[config.mk]
export PLATFORM = sky130hd
export DESIGN_NAME = pong_top
export DESIGN_NICKNAME = d
export VERILOG_FILES = /design/src/source/pong_pkg.sv /design/src/source/display_timings.sv /design/src/source/game_control.sv /design/src/source/ball_motion.sv /design/src/source/paddle_ai.sv /design/src/source/pixel_compose.sv /design/src/source/pong_top.sv
export VERILOG_INCLUDE_DIRS = /design/src /design/src/source
export SDC_FILE = /design/constraint.sdc
export NUM_CORES = 1
export LEC_CHECK = 0
export ABC_AREA = 0
export BUFFER_PORTS_ARGS = -buffer_cell sky130_fd_sc_hd__buf_2
export CAP_MARGIN = 20
export CELL_PAD_IN_SITES_DETAIL_PLACEMENT = 1
export CELL_PAD_IN_SITES_GLOBAL_PLACEMENT = 1
export CORE_ASPECT_RATIO = 1.5
export CORE_UTILIZATION = 30
export CTS_CLUSTER_DIAMETER = 60
export DETAILED_ROUTE_END_ITERATION = 7
export PLACE_DENSITY = 0.57
export SLEW_MARGIN = 20
export SYNTH_ARGS = -nofsm -noshare
export SYNTH_HDL_FRONTEND = slang
export SYNTH_SLANG_ARGS = --single-unit
[constraint.sdc]
create_clock -name clk_pix -period 4.3 [get_ports clk_pix]
set_input_delay 0.43 -clock clk_pix [delete_from_list [all_inputs] [get_ports clk_pix]]
set_output_delay 0.43 -clock clk_pix [all_outputs]
set_load 0.005 [all_outputs]
[src/source/pong_config.svh]
// screen geometry, sync positions and object sizes for pong
// also ball and paddle speeds, start positions and serve delay
`ifndef PONG_CONFIG_SVH
`define PONG_CONFIG_SVH

// coordinates
`define PONG_CORDW        10   // bits per screen coordinate
`define PONG_H_RES        640  // active columns
`define PONG_V_RES        480  // active lines
`define PONG_H_FULL       800  // columns incl. blanking
`define PONG_V_FULL       525  // lines incl. blanking
`define PONG_HS_START     656  // first hsync column
`define PONG_HS_END       751  // last hsync column
`define PONG_VS_START     490  // first vsync line
`define PONG_VS_END       491  // last vsync line

// ball
`define PONG_B_SIZE       8    // square side in pixels
`define PONG_B_SPX        2    // horizontal step per frame
`define PONG_B_SPY        1    // vertical step per frame
`define PONG_B_X0         300  // start column
`define PONG_B_Y0         2    // start row

// paddles
`define PONG_P_H          40   // height in pixels
`define PONG_P_W          10   // width in pixels
`define PONG_P_SP         1    // step per frame
`define PONG_P_OFFS       32   // gap to the screen edge
`define PONG_P_Y0         220  // start row

`define PONG_SERVE_FRAMES 2    // frames held still after reset
`endif

[src/source/pong_pkg.sv]
// shared pong types
// coordinate, per-pixel timing, object position and colour structs
`include "pong_config.svh"

package pong_pkg;

    // one screen coordinate, column or row
    typedef logic [`PONG_CORDW-1:0] coord_t;

    // screen position and raw sync state for one pixel clock
    typedef struct packed {
        coord_t sx;     // column
        coord_t sy;     // line
        logic   hsync;  // high inside the pulse
        logic   vsync;  // high inside the pulse
        logic   de;     // active picture area
    } timing_t;

    // top-left corner of a drawn object
    typedef struct packed {
        coord_t x;
        coord_t y;
    } pos_t;

    // 12-bit colour
    typedef struct packed {
        logic [3:0] r;
        logic [3:0] g;
        logic [3:0] b;
    } rgb_t;

    // one registered output pixel
    typedef struct packed {
        logic hsync;  // active low at the pins
        logic vsync;  // active low at the pins
        logic de;
        rgb_t rgb;
    } video_t;

endpackage

[src/source/display_timings.sv]
// 640x480 display timing generator
// column and line counters with sync and data enable decode
`timescale 1ns/100ps
`include "pong_config.svh"

module display_timings (
    input  logic              clk_pix,
    input  logic              arst_n,
    output pong_pkg::timing_t timing
);
    import pong_pkg::*;

    localparam coord_t H_LAST   = coord_t'(`PONG_H_FULL - 1);  // 799
    localparam coord_t V_LAST   = coord_t'(`PONG_V_FULL - 1);  // 524
    localparam coord_t H_ACTIVE = coord_t'(`PONG_H_RES);
    localparam coord_t V_ACTIVE = coord_t'(`PONG_V_RES);
    localparam coord_t HS_START = coord_t'(`PONG_HS_START);
    localparam coord_t HS_END   = coord_t'(`PONG_HS_END);
    localparam coord_t VS_START = coord_t'(`PONG_VS_START);
    localparam coord_t VS_END   = coord_t'(`PONG_VS_END);

    coord_t sx;  // current column
    coord_t sy;  // current line

    // column counter, line advances on column wrap
    always_ff @(posedge clk_pix or negedge arst_n) begin
        if (!arst_n) begin
            sx <= '0;
            sy <= '0;
        end else begin
            if (sx == H_LAST) begin
                sx <= '0;  // end of line
                if (sy == V_LAST) begin
                    sy <= '0;  // end of frame
                end else begin
                    sy <= sy + 1'b1;
                end
            end else begin
                sx <= sx + 1'b1;
            end
        end
    end

    // decode straight from the counters
    always_comb begin
        timing.sx    = sx;
        timing.sy    = sy;
        timing.hsync = (sx >= HS_START) && (sx <= HS_END);  // logical pulse
        timing.vsync = (sy >= VS_START) && (sy <= VS_END);
        timing.de    = (sx < H_ACTIVE) && (sy < V_ACTIVE);  // visible area
    end

endmodule

[src/source/game_control.sv]
// game control
// one-cycle frame tick at the start of vertical blanking, serve delay
`timescale 1ns/100ps
`include "pong_config.svh"

module game_control (
    input  logic              clk_pix,
    input  logic              arst_n,
    input  pong_pkg::timing_t timing,
    output logic              frame_tick,
    output logic              play
);

    // counter wide enough for the serve frame count
    localparam int SERVE_W = ($clog2(`PONG_SERVE_FRAMES + 1) > 0) ?
                             $clog2(`PONG_SERVE_FRAMES + 1) : 1;
    localparam logic [SERVE_W-1:0] SERVE_LAST = SERVE_W'(`PONG_SERVE_FRAMES - 1);

    logic               blank_start;  // first pixel of vertical blanking
    logic [SERVE_W-1:0] serve_cnt;    // ticks seen while held

    // sx 0 on the first line below the picture
    assign blank_start = (timing.sx == '0) && (timing.sy == `PONG_CORDW'(`PONG_V_RES));

    always_ff @(posedge clk_pix or negedge arst_n) begin
        if (!arst_n) begin
            frame_tick <= 1'b0;
        end else begin
            frame_tick <= blank_start;  // one cycle per frame
        end
    end

    // hold the game still for the serve frames, then release for good
    always_ff @(posedge clk_pix or negedge arst_n) begin
        if (!arst_n) begin
            serve_cnt <= '0;
            play      <= 1'b0;
        end else if (frame_tick && !play) begin
            if (serve_cnt == SERVE_LAST) begin
                play <= 1'b1;  // last held tick, motion from the next one
            end else begin
                serve_cnt <= serve_cnt + 1'b1;
            end
        end
    end

endmodule

[src/source/ball_motion.sv]
// ball position and direction with bounce on all four screen edges
// updated once per frame while the game is in play
`timescale 1ns/100ps
`include "pong_config.svh"

module ball_motion (
    input  logic           clk_pix,
    input  logic           arst_n,
    input  logic           frame_tick,
    input  logic           play,
    output pong_pkg::pos_t ball
);
    import pong_pkg::*;

    localparam coord_t SPX    = coord_t'(`PONG_B_SPX);
    localparam coord_t SPY    = coord_t'(`PONG_B_SPY);
    localparam coord_t X_EDGE = coord_t'(`PONG_H_RES - (`PONG_B_SPX + `PONG_B_SIZE));
    localparam coord_t Y_EDGE = coord_t'(`PONG_V_RES - (`PONG_B_SPY + `PONG_B_SIZE));

    coord_t bx;   // left column
    coord_t by;   // top row
    logic   dx;   // 1 moving left
    logic   dy;   // 1 moving up
    logic   step; // move this cycle

    assign step = frame_tick && play;

    always_ff @(posedge clk_pix or negedge arst_n) begin
        if (!arst_n) begin
            bx <= coord_t'(`PONG_B_X0);
            by <= coord_t'(`PONG_B_Y0);
            dx <= 1'b0;  // start right
            dy <= 1'b0;  // and down
        end else if (step) begin
            // horizontal
            if (bx >= X_EDGE) begin  // right edge
                dx <= 1'b1;
                bx <= bx - SPX;
            end else if (bx < SPX) begin  // left edge
                dx <= 1'b0;
                bx <= bx + SPX;
            end else begin
                bx <= dx ? bx - SPX : bx + SPX;
            end

            // vertical
            if (by >= Y_EDGE) begin  // bottom edge
                dy <= 1'b1;
                by <= by - SPY;
            end else if (by < SPY) begin  // top edge
                dy <= 1'b0;
                by <= by + SPY;
            end else begin
                by <= dy ? by - SPY : by + SPY;
            end
        end
    end

    assign ball.x = bx;
    assign ball.y = by;

endmodule

[src/source/paddle_ai.sv]
// "AI" paddle that follows the ball centre
// one step per frame, kept inside the screen
`timescale 1ns/100ps
`include "pong_config.svh"

module paddle_ai (
    input  logic             clk_pix,
    input  logic             arst_n,
    input  logic             frame_tick,
    input  logic             play,
    input  pong_pkg::pos_t   ball,
    output pong_pkg::coord_t paddle_y
);
    import pong_pkg::*;

    localparam coord_t P_SP    = coord_t'(`PONG_P_SP);
    localparam coord_t HALF_SP = coord_t'(`PONG_P_SP / 2);  // dead band
    localparam coord_t Y_LIMIT = coord_t'(`PONG_V_RES - (`PONG_P_H + `PONG_P_SP / 2));

    coord_t p_mid;    // paddle centre row
    coord_t b_mid;    // ball centre row
    logic   go_down;
    logic   go_up;

    // ball value before this tick's ball update
    assign p_mid = paddle_y + coord_t'(`PONG_P_H / 2);
    assign b_mid = ball.y + coord_t'(`PONG_B_SIZE / 2);

    // half-step dead band either side of the ball centre
    assign go_down = (p_mid + HALF_SP) < b_mid;
    assign go_up   = p_mid > (b_mid + HALF_SP);

    always_ff @(posedge clk_pix or negedge arst_n) begin
        if (!arst_n) begin
            paddle_y <= coord_t'(`PONG_P_Y0);
        end else if (frame_tick && play) begin
            if (go_down) begin
                if (paddle_y < Y_LIMIT) begin  // stop at screen bottom
                    paddle_y <= paddle_y + P_SP;
                end
            end else if (go_up) begin
                if (paddle_y > P_SP) begin  // stop at screen top
                    paddle_y <= paddle_y - P_SP;
                end
            end
        end
    end

endmodule

[src/source/pixel_compose.sv]
// object hit tests and colour select
// registered sync, data enable and rgb out
`timescale 1ns/100ps
`include "pong_config.svh"

module pixel_compose (
    input  logic              clk_pix,
    input  logic              arst_n,
    input  pong_pkg::timing_t timing,
    input  pong_pkg::pos_t    ball,
    input  pong_pkg::coord_t  paddle_l,
    input  pong_pkg::coord_t  paddle_r,
    output pong_pkg::video_t  video
);
    import pong_pkg::*;

    localparam coord_t L_X0 = coord_t'(`PONG_P_OFFS);                             // left paddle
    localparam coord_t L_X1 = coord_t'(`PONG_P_OFFS + `PONG_P_W);
    localparam coord_t R_X0 = coord_t'(`PONG_H_RES - `PONG_P_OFFS - `PONG_P_W);   // right paddle
    localparam coord_t R_X1 = coord_t'(`PONG_H_RES - `PONG_P_OFFS);

    logic ball_hit;
    logic left_hit;
    logic right_hit;
    rgb_t colour;     // next pixel colour

    always_comb begin
        ball_hit  = (timing.sx >= ball.x) && (timing.sx < ball.x + coord_t'(`PONG_B_SIZE))
                 && (timing.sy >= ball.y) && (timing.sy < ball.y + coord_t'(`PONG_B_SIZE));
        left_hit  = (timing.sx >= L_X0) && (timing.sx < L_X1)
                 && (timing.sy >= paddle_l) && (timing.sy < paddle_l + coord_t'(`PONG_P_H));
        right_hit = (timing.sx >= R_X0) && (timing.sx < R_X1)
                 && (timing.sy >= paddle_r) && (timing.sy < paddle_r + coord_t'(`PONG_P_H));
        // white objects on black, nothing outside the picture
        colour = (timing.de && (ball_hit || left_hit || right_hit)) ? '1 : '0;
    end

    always_ff @(posedge clk_pix or negedge arst_n) begin
        if (!arst_n) begin
            video.hsync <= 1'b1;  // inactive
            video.vsync <= 1'b1;
            video.de    <= 1'b0;
            video.rgb   <= '0;
        end else begin
            video.hsync <= ~timing.hsync;  // 480p syncs are active low
            video.vsync <= ~timing.vsync;
            video.de    <= timing.de;
            video.rgb   <= colour;
        end
    end

endmodule

[src/source/pong_top.sv]
// pong top level
// timing, game control, ball, two paddles and pixel output
`timescale 1ns/100ps

module pong_top (
    input  logic       clk_pix,
    input  logic       arst_n,
    output logic       hsync,
    output logic       vsync,
    output logic       de,
    output logic [3:0] r,
    output logic [3:0] g,
    output logic [3:0] b
);
    import pong_pkg::*;

    timing_t timing;      // current counter position
    logic    frame_tick;  // start of vertical blanking
    logic    play;        // serve delay over
    pos_t    ball;
    coord_t  paddle_l;
    coord_t  paddle_r;
    video_t  video;       // registered pixel

    display_timings display_timings_i (
        .clk_pix, .arst_n, .timing
    );

    game_control game_control_i (
        .clk_pix, .arst_n, .timing, .frame_tick, .play
    );

    ball_motion ball_motion_i (
        .clk_pix, .arst_n, .frame_tick, .play, .ball
    );

    paddle_ai paddle_left_i (
        .clk_pix, .arst_n, .frame_tick, .play, .ball, .paddle_y(paddle_l)
    );

    paddle_ai paddle_right_i (
        .clk_pix, .arst_n, .frame_tick, .play, .ball, .paddle_y(paddle_r)
    );

    pixel_compose pixel_compose_i (
        .clk_pix, .arst_n, .timing, .ball, .paddle_l, .paddle_r, .video
    );

    // break the pixel struct out to the pins
    assign hsync = video.hsync;
    assign vsync = video.vsync;
    assign de    = video.de;
    assign r     = video.rgb.r;
    assign g     = video.rgb.g;
    assign b     = video.rgb.b;

endmodule

## Word level (Yosys, flattened, before mapping)

Index checks and enable logic that the tools add are counted.

- Bits in registers: 81
- Input port bits: 2
- Output and inout bits: 15
- Word-level logic and storage cells: 127

- Add/subtract/negate cells: 18
- Order comparisons: 30
- Equality and inequality tests: 6
- Muxes and demuxes: 21
- Bitwise operators: 3
- Reduce and logical (&&, ||, !) cells: 32

Operators with widths:

| operator | count |
|---|---|
| $mux 10 | 16 |
| $lt 10x10->1 | 6 |
| $add 10x1->10 const B | 5 |
| $ge 10x10->1 | 4 |
| $ge 10x10->1 const B | 3 |
| $lt 10x9->1 const B | 3 |
| $sub 10x1->10 const B | 3 |
| $add 10x4->10 const B | 2 |
| $add 10x5->10 const B | 2 |
| $add 10x6->10 const B | 2 |
| $eq 10x10->1 const B | 2 |
| $ge 10x9->1 const B | 2 |
| $gt 10x1->1 const B | 2 |
| $gt 10x10->1 | 2 |
| $lt 10x10->1 const B | 2 |
| $logic_and 1x1->1 | 16 |
| $mux 12 | 1 |
| $reduce_bool 2->1 | 6 |
| $add 10x2->10 const B | 1 |
| $add 10x3->10 const B | 1 |
| $eq 10x9->1 const B | 1 |
| $ge 10x6->1 const B | 1 |
| $le 10x10->1 const B | 1 |
| $le 10x9->1 const B | 1 |
| other kinds (14) | 25 |

## Longest topological paths before layout

- Depth after elaboration: 9
- Depth in mapped cells: 15
- Gate-level depth less buffers: 13

## Cells and area by module

From an unflattened synthesis, not the netlist that was laid out.

- Cell total of the unflattened synthesis: 837
- Area, all modules: 7,247.0 µm²

By module, submodules not included:

| module | instances | cells each | area an instance (µm²) |
|---|---|---|---|
| paddle_ai | 2 | 129 | 1,137.3 |
| pixel_compose | 1 | 284 | 2,190.9 |
| ball_motion | 1 | 171 | 1,521.5 |
| display_timings | 1 | 105 | 1,039.7 |
| game_control | 1 | 19 | 220.2 |

## Worst setup path after synthesis

No wires, ideal clock.

- Kind: reg-to-reg
- Start point: register paddle_left_i.paddle_y[4]
- End point: register paddle_left_i.paddle_y[1]
- Setup time: 138 ps
- Arrival time: 2,843 ps
- Data required time: 4,162 ps
- Path slack: 1,319 ps
- Stages on the path, launching flop included: 15
- Path buffers: 2
- Period minus slack after synthesis: 2,981 ps
- Cell sequence: dfstp_2 buf_4 inv_1 ha_1 a21oi_1 nor3_1 xnor2_1 ha_1 a21oi_1 nor2_1 a211oi_2 and2_1 buf_4 mux2i_1 o2111ai_1

- Cells in the longest elaborated chain, start to end: 4

RTL lines:

| item | line | text |
|---|---|---|
| start: declaration | paddle_ai.sv:12 | `output pong_pkg::coord_t paddle_y` |
| start signal: assignment | paddle_ai.sv:35 | `` paddle_y <= coord_t'(`PONG_P_Y0); `` |
| start signal: assignment | paddle_ai.sv:39 | `paddle_y <= paddle_y + P_SP;` |
| start signal: assignment | paddle_ai.sv:43 | `paddle_y <= paddle_y - P_SP;` |
| $add 10x5->10 | paddle_ai.sv:26 | `` assign p_mid = paddle_y + coord_t'(`PONG_P_H / 2); `` |
| $lt 10x10->1 or $gt 10x10->1 (tied branches) | paddle_ai.sv:30, paddle_ai.sv:31 |  |
| $ne 2x2->1 (no source line) or $reduce_bool 2->1 (tied branches) | -- |  |
| $reduce_and 4->1 (no source line) | -- |  |

Several ways; a longest one is shown, not always the timed one.
A chain may end at the register's enable or synchronous reset.

## Final worst setup path

- Start point: register ball_motion_i.by[4]
- End point: register paddle_left_i.paddle_y[6]

- Cells in the longest elaborated chain, start to end: 4

RTL lines:

| item | line | text |
|---|---|---|
| start: declaration | ball_motion.sv:21 | `coord_t by;` |
| start signal: assignment | ball_motion.sv:31 | `` by <= coord_t'(`PONG_B_Y0); `` |
| start signal: assignment | ball_motion.sv:49 | `by <= by - SPY;` |
| start signal: assignment | ball_motion.sv:52 | `by <= by + SPY;` |
| $add 10x3->10 (*) | paddle_ai.sv:27 | `` assign b_mid = ball.y + coord_t'(`PONG_B_SIZE / 2); `` |
| $lt 10x10->1 or $gt 10x10->1 (tied branches) | paddle_ai.sv:30, paddle_ai.sv:31 |  |
| $ne 2x2->1 (no source line) or $reduce_bool 2->1 (tied branches) | -- |  |
| $reduce_and 4->1 (no source line) | -- |  |

Mark *: on every way between the ends. The rest lies on a longest branch, timed or not.

==> results.md <==
- Initial antenna violation count: 0
- Yosys cell types: 77
- Ys Warns: 0
- Most frequent cells after synthesis: ha_1, xnor2_1, inv_1
- Async S/R FF share, synth: 100%
- Worst EP arrival: roughly 3.8 ns
- Logic pwr share: less than 1%
- Final setup fails: 0
- Die X: ~130 microns
- Synthesized cell area: about 7000 sq um
- Status: completed
- GRT Residual Overflow: 0
- Count leader, synth: ha_1
- CTS sink cnt: 69
- Final setup margin: 0.820 ns
- Layout Area Growth over Synthesis: 9.13%
- Net switching power: approximately 0.00035 W
- Cell Pwr Density: ~210 nW/um^2
- Worst r2r dst: paddle_left_i.paddle_y[6]
- 1st-iter DRT viols: between 150 and 200
- Clk network pwr share: approximately three fifths
- Share of layout cells above drive strength 1: 9.40%
- H-tree depth: 3
- Total Power: about 0.0016 W
- R2r startpoint: ball_motion_i.by[4]
- Main area contributors after synthesis: ha_1, dfrtp_1, xnor2_1
- Post-layout net count: approximately 920
- RSZ-0062 raised after global routing: false
- Yosys top cell by area: ha_1
- Final Skew: 0.00880 ns
- Worst EP required: between 4 and 5 ns
- Worst-Skew Late Latency: 0.36 ns
- Sequential power share: roughly 40%
- DR vias: slightly below 6000
- Core area: between 20000 and 25000 sq um
- Vias in the first global route: just over 6000
- DP HPWL: between 15000 and 20000 microns
- F_max: roughly 0.29 GHz
- Ant. Diodes: 0
- Root buffer cell: clkbuf_16
- Mapped Avg Cell Area: 8.83 sq um
- Mapped Cells: 799
- Die footprint: around 24000 sq um
- CTS Buffer Depth: 2
- CTS clock-pin slew for the worst setup and hold paths: roughly 0.070 ns
- Vias per cell: ~5.2
- Synth top area share: between 20% and 30%
- CP Launch Type: flip-flop
- Crit path time final: between 3 and 4 ns
- Dpl ws: between 0.8 and 0.9 ns
- Register-to-register setup slack: 0.82 ns
- Site row count: slightly below 70
- Reg2Reg Depth: 12
- Gpl congestion: 0.813
- First-pass GRT wire length: about 34000 microns
- Overall Global Routing Usage: about a fifth
- Fin. max-slew vios: 0
- Pleak: ~3.2 nW
- Initial Util: 30.6%
- Drt wl/cell: between 15 and 20 microns
- Dominant synthesized flop cell: dfrtp_1
- Die H: between 150 and 200 microns
- PostCTS Resize Cnt: 0
- Initial DRT Pass Iterations: 6
- DRC viols: 0
- Max cap viols: 0
- VDD IR-drop max: between 0.00015 and 0.0002 V
- Hold buffers post-CTS: 0
- Synthesized flop and latch total: 69
- Sequential-to-total area share from yosys stat: 24.8%
- CTS tree: yes
- Final hold vios: 0
- Post-layout util: 33.4%
- Cell-internal power: 0.00128 W
- Min-Delay Path Class: in -> async
- Syn nets: 922
- Crit path max fanout: 12
- Drt total wl: approximately 21000 microns
- Post-route setup TNS: 0 ns
- Crit path kind: reg -> reg
- PortBufs: 16
- Relative slew slack: around two fifths
- EDFF count, synth: 0
- Io pins: 17
- Inserted Clock Buffers: 9
- Antenna viol nets, final: 0
- Largest net degree at the start of global routing: 41
- CP Capture Type: flip-flop
- Tightest Pin Transition: 0.869 ns
- Post-CTS setup buffer count: 0
- Sw Ratio: 21.3%
- Period utilization: 80.9%
[kinds of logic (layout without fill, tap and decap cells)]
| kind of cell | Yosys count | count (layout) | share of synthesized area (%) |
|---|---|---|---|
| simple gates | 248 | 248 | 18.4 |
| compound gates | 163 | 163 | 16.3 |
| fa+ha+maj | 121 | 121 | 21.5 |
| buf+inv | 102 | 101 | 6.81 |
| xor+xnor | 83 | 83 | 10.3 |
| flops | 69 | 69 | 24.8 |
| mux | 13 | 13 | 1.91 |
[layout by cell type, fill, tap and decap left out, drive strengths merged, types with 21 or more instances in the layout]
cell type    n
a21oi       40
xnor2       74
buf         21
o21ai       43
nand3       32
nor3        22
nand4       30
inv         63
nor2        44
dfrtp       52
ha         121
nand2       60
[through the flow]
stage	cells	hold slack (ns)	instance area, sq um
CTS	1113	0.0762	7700
floorplan	799	0.134	7060
global route	1113	0.0959	7700
global placement	1097	0.461	7330
finish	1113	0.0548	7700
detailed placement	1097	0.469	7330
[layer usage]
metal	share of wire (%)	track usage, %	up-vias
met4	2.4	7.14	0
met5	0	0	-
met1	41	20.3	2862
met2	56	36.6	55
li1	-	-	2861
met3	1.6	2.05	30
[worst max-delay path: stages (launching register included)]
cell	delay [ns]
dfrtp_1	0.53
ha_1	0.30
nand2_1	0.09
nor3_1	0.27
nand2_1	0.11
xnor2_1	0.28
ha_1	0.32
nand2_1	0.08
nor2_1	0.05
a211oi_2	0.36
and2_1	0.53
mux2_4	0.35
xnor2_1	0.13
[state kept, by name, summed over array words and instances, names as in the netlist]
signal	cells
ball_motion_i.by	10
display_timings_i.sy	10
paddle_right_i.paddle_y	10
ball_motion_i.bx	9
game_control_i.play	1
game_control_i.serve_cnt	2
paddle_left_i.paddle_y	10
pixel_compose_i.video	4
ball_motion_i.dy	1
ball_motion_i.dx	1
display_timings_i.sx	10
game_control_i.frame_tick	1
[layout make-up]
type	instances	area, sq um
clock buffer	9	225
clock inverter	7	145
fill	2694	15400
inverter	64	240
multi-input combinational	628	4830
sequential	69	1750
tap	315	394
timing repair buffer	21	120
[how the worst max path moves through the flow]
stage	slack (ns)	to	from	cells past startpoint
after global routing	0.51	paddle_right_i.paddle_y[1]	ball_motion_i.by[4]	13
after detailed placement	0.81	paddle_left_i.paddle_y[6]	ball_motion_i.by[4]	12
after global placement	0.87	paddle_left_i.paddle_y[6]	paddle_left_i.paddle_y[4]	12
after CTS	0.81	paddle_left_i.paddle_y[6]	paddle_left_i.paddle_y[4]	12
final	0.82	paddle_left_i.paddle_y[6]	ball_motion_i.by[4]	12
after floorplan	1.32	paddle_left_i.paddle_y[1]	paddle_left_i.paddle_y[4]	14
[power by group through the flow]
stage,Clock (W),Combinational [W],Sequential (W)
2_1_floorplan,0,0.00000000222,0.000662
5_1_grt,0.00100,0.0000174,0.000650
6_report,0.000960,0.0000147,0.000650
4_1_cts,0.000983,0.0000163,0.000650
3_5_place_dp,0,0.0000164,0.000661
3_3_place_gp,0,0.0000162,0.000661
Power figures use the tool's default switching activity.
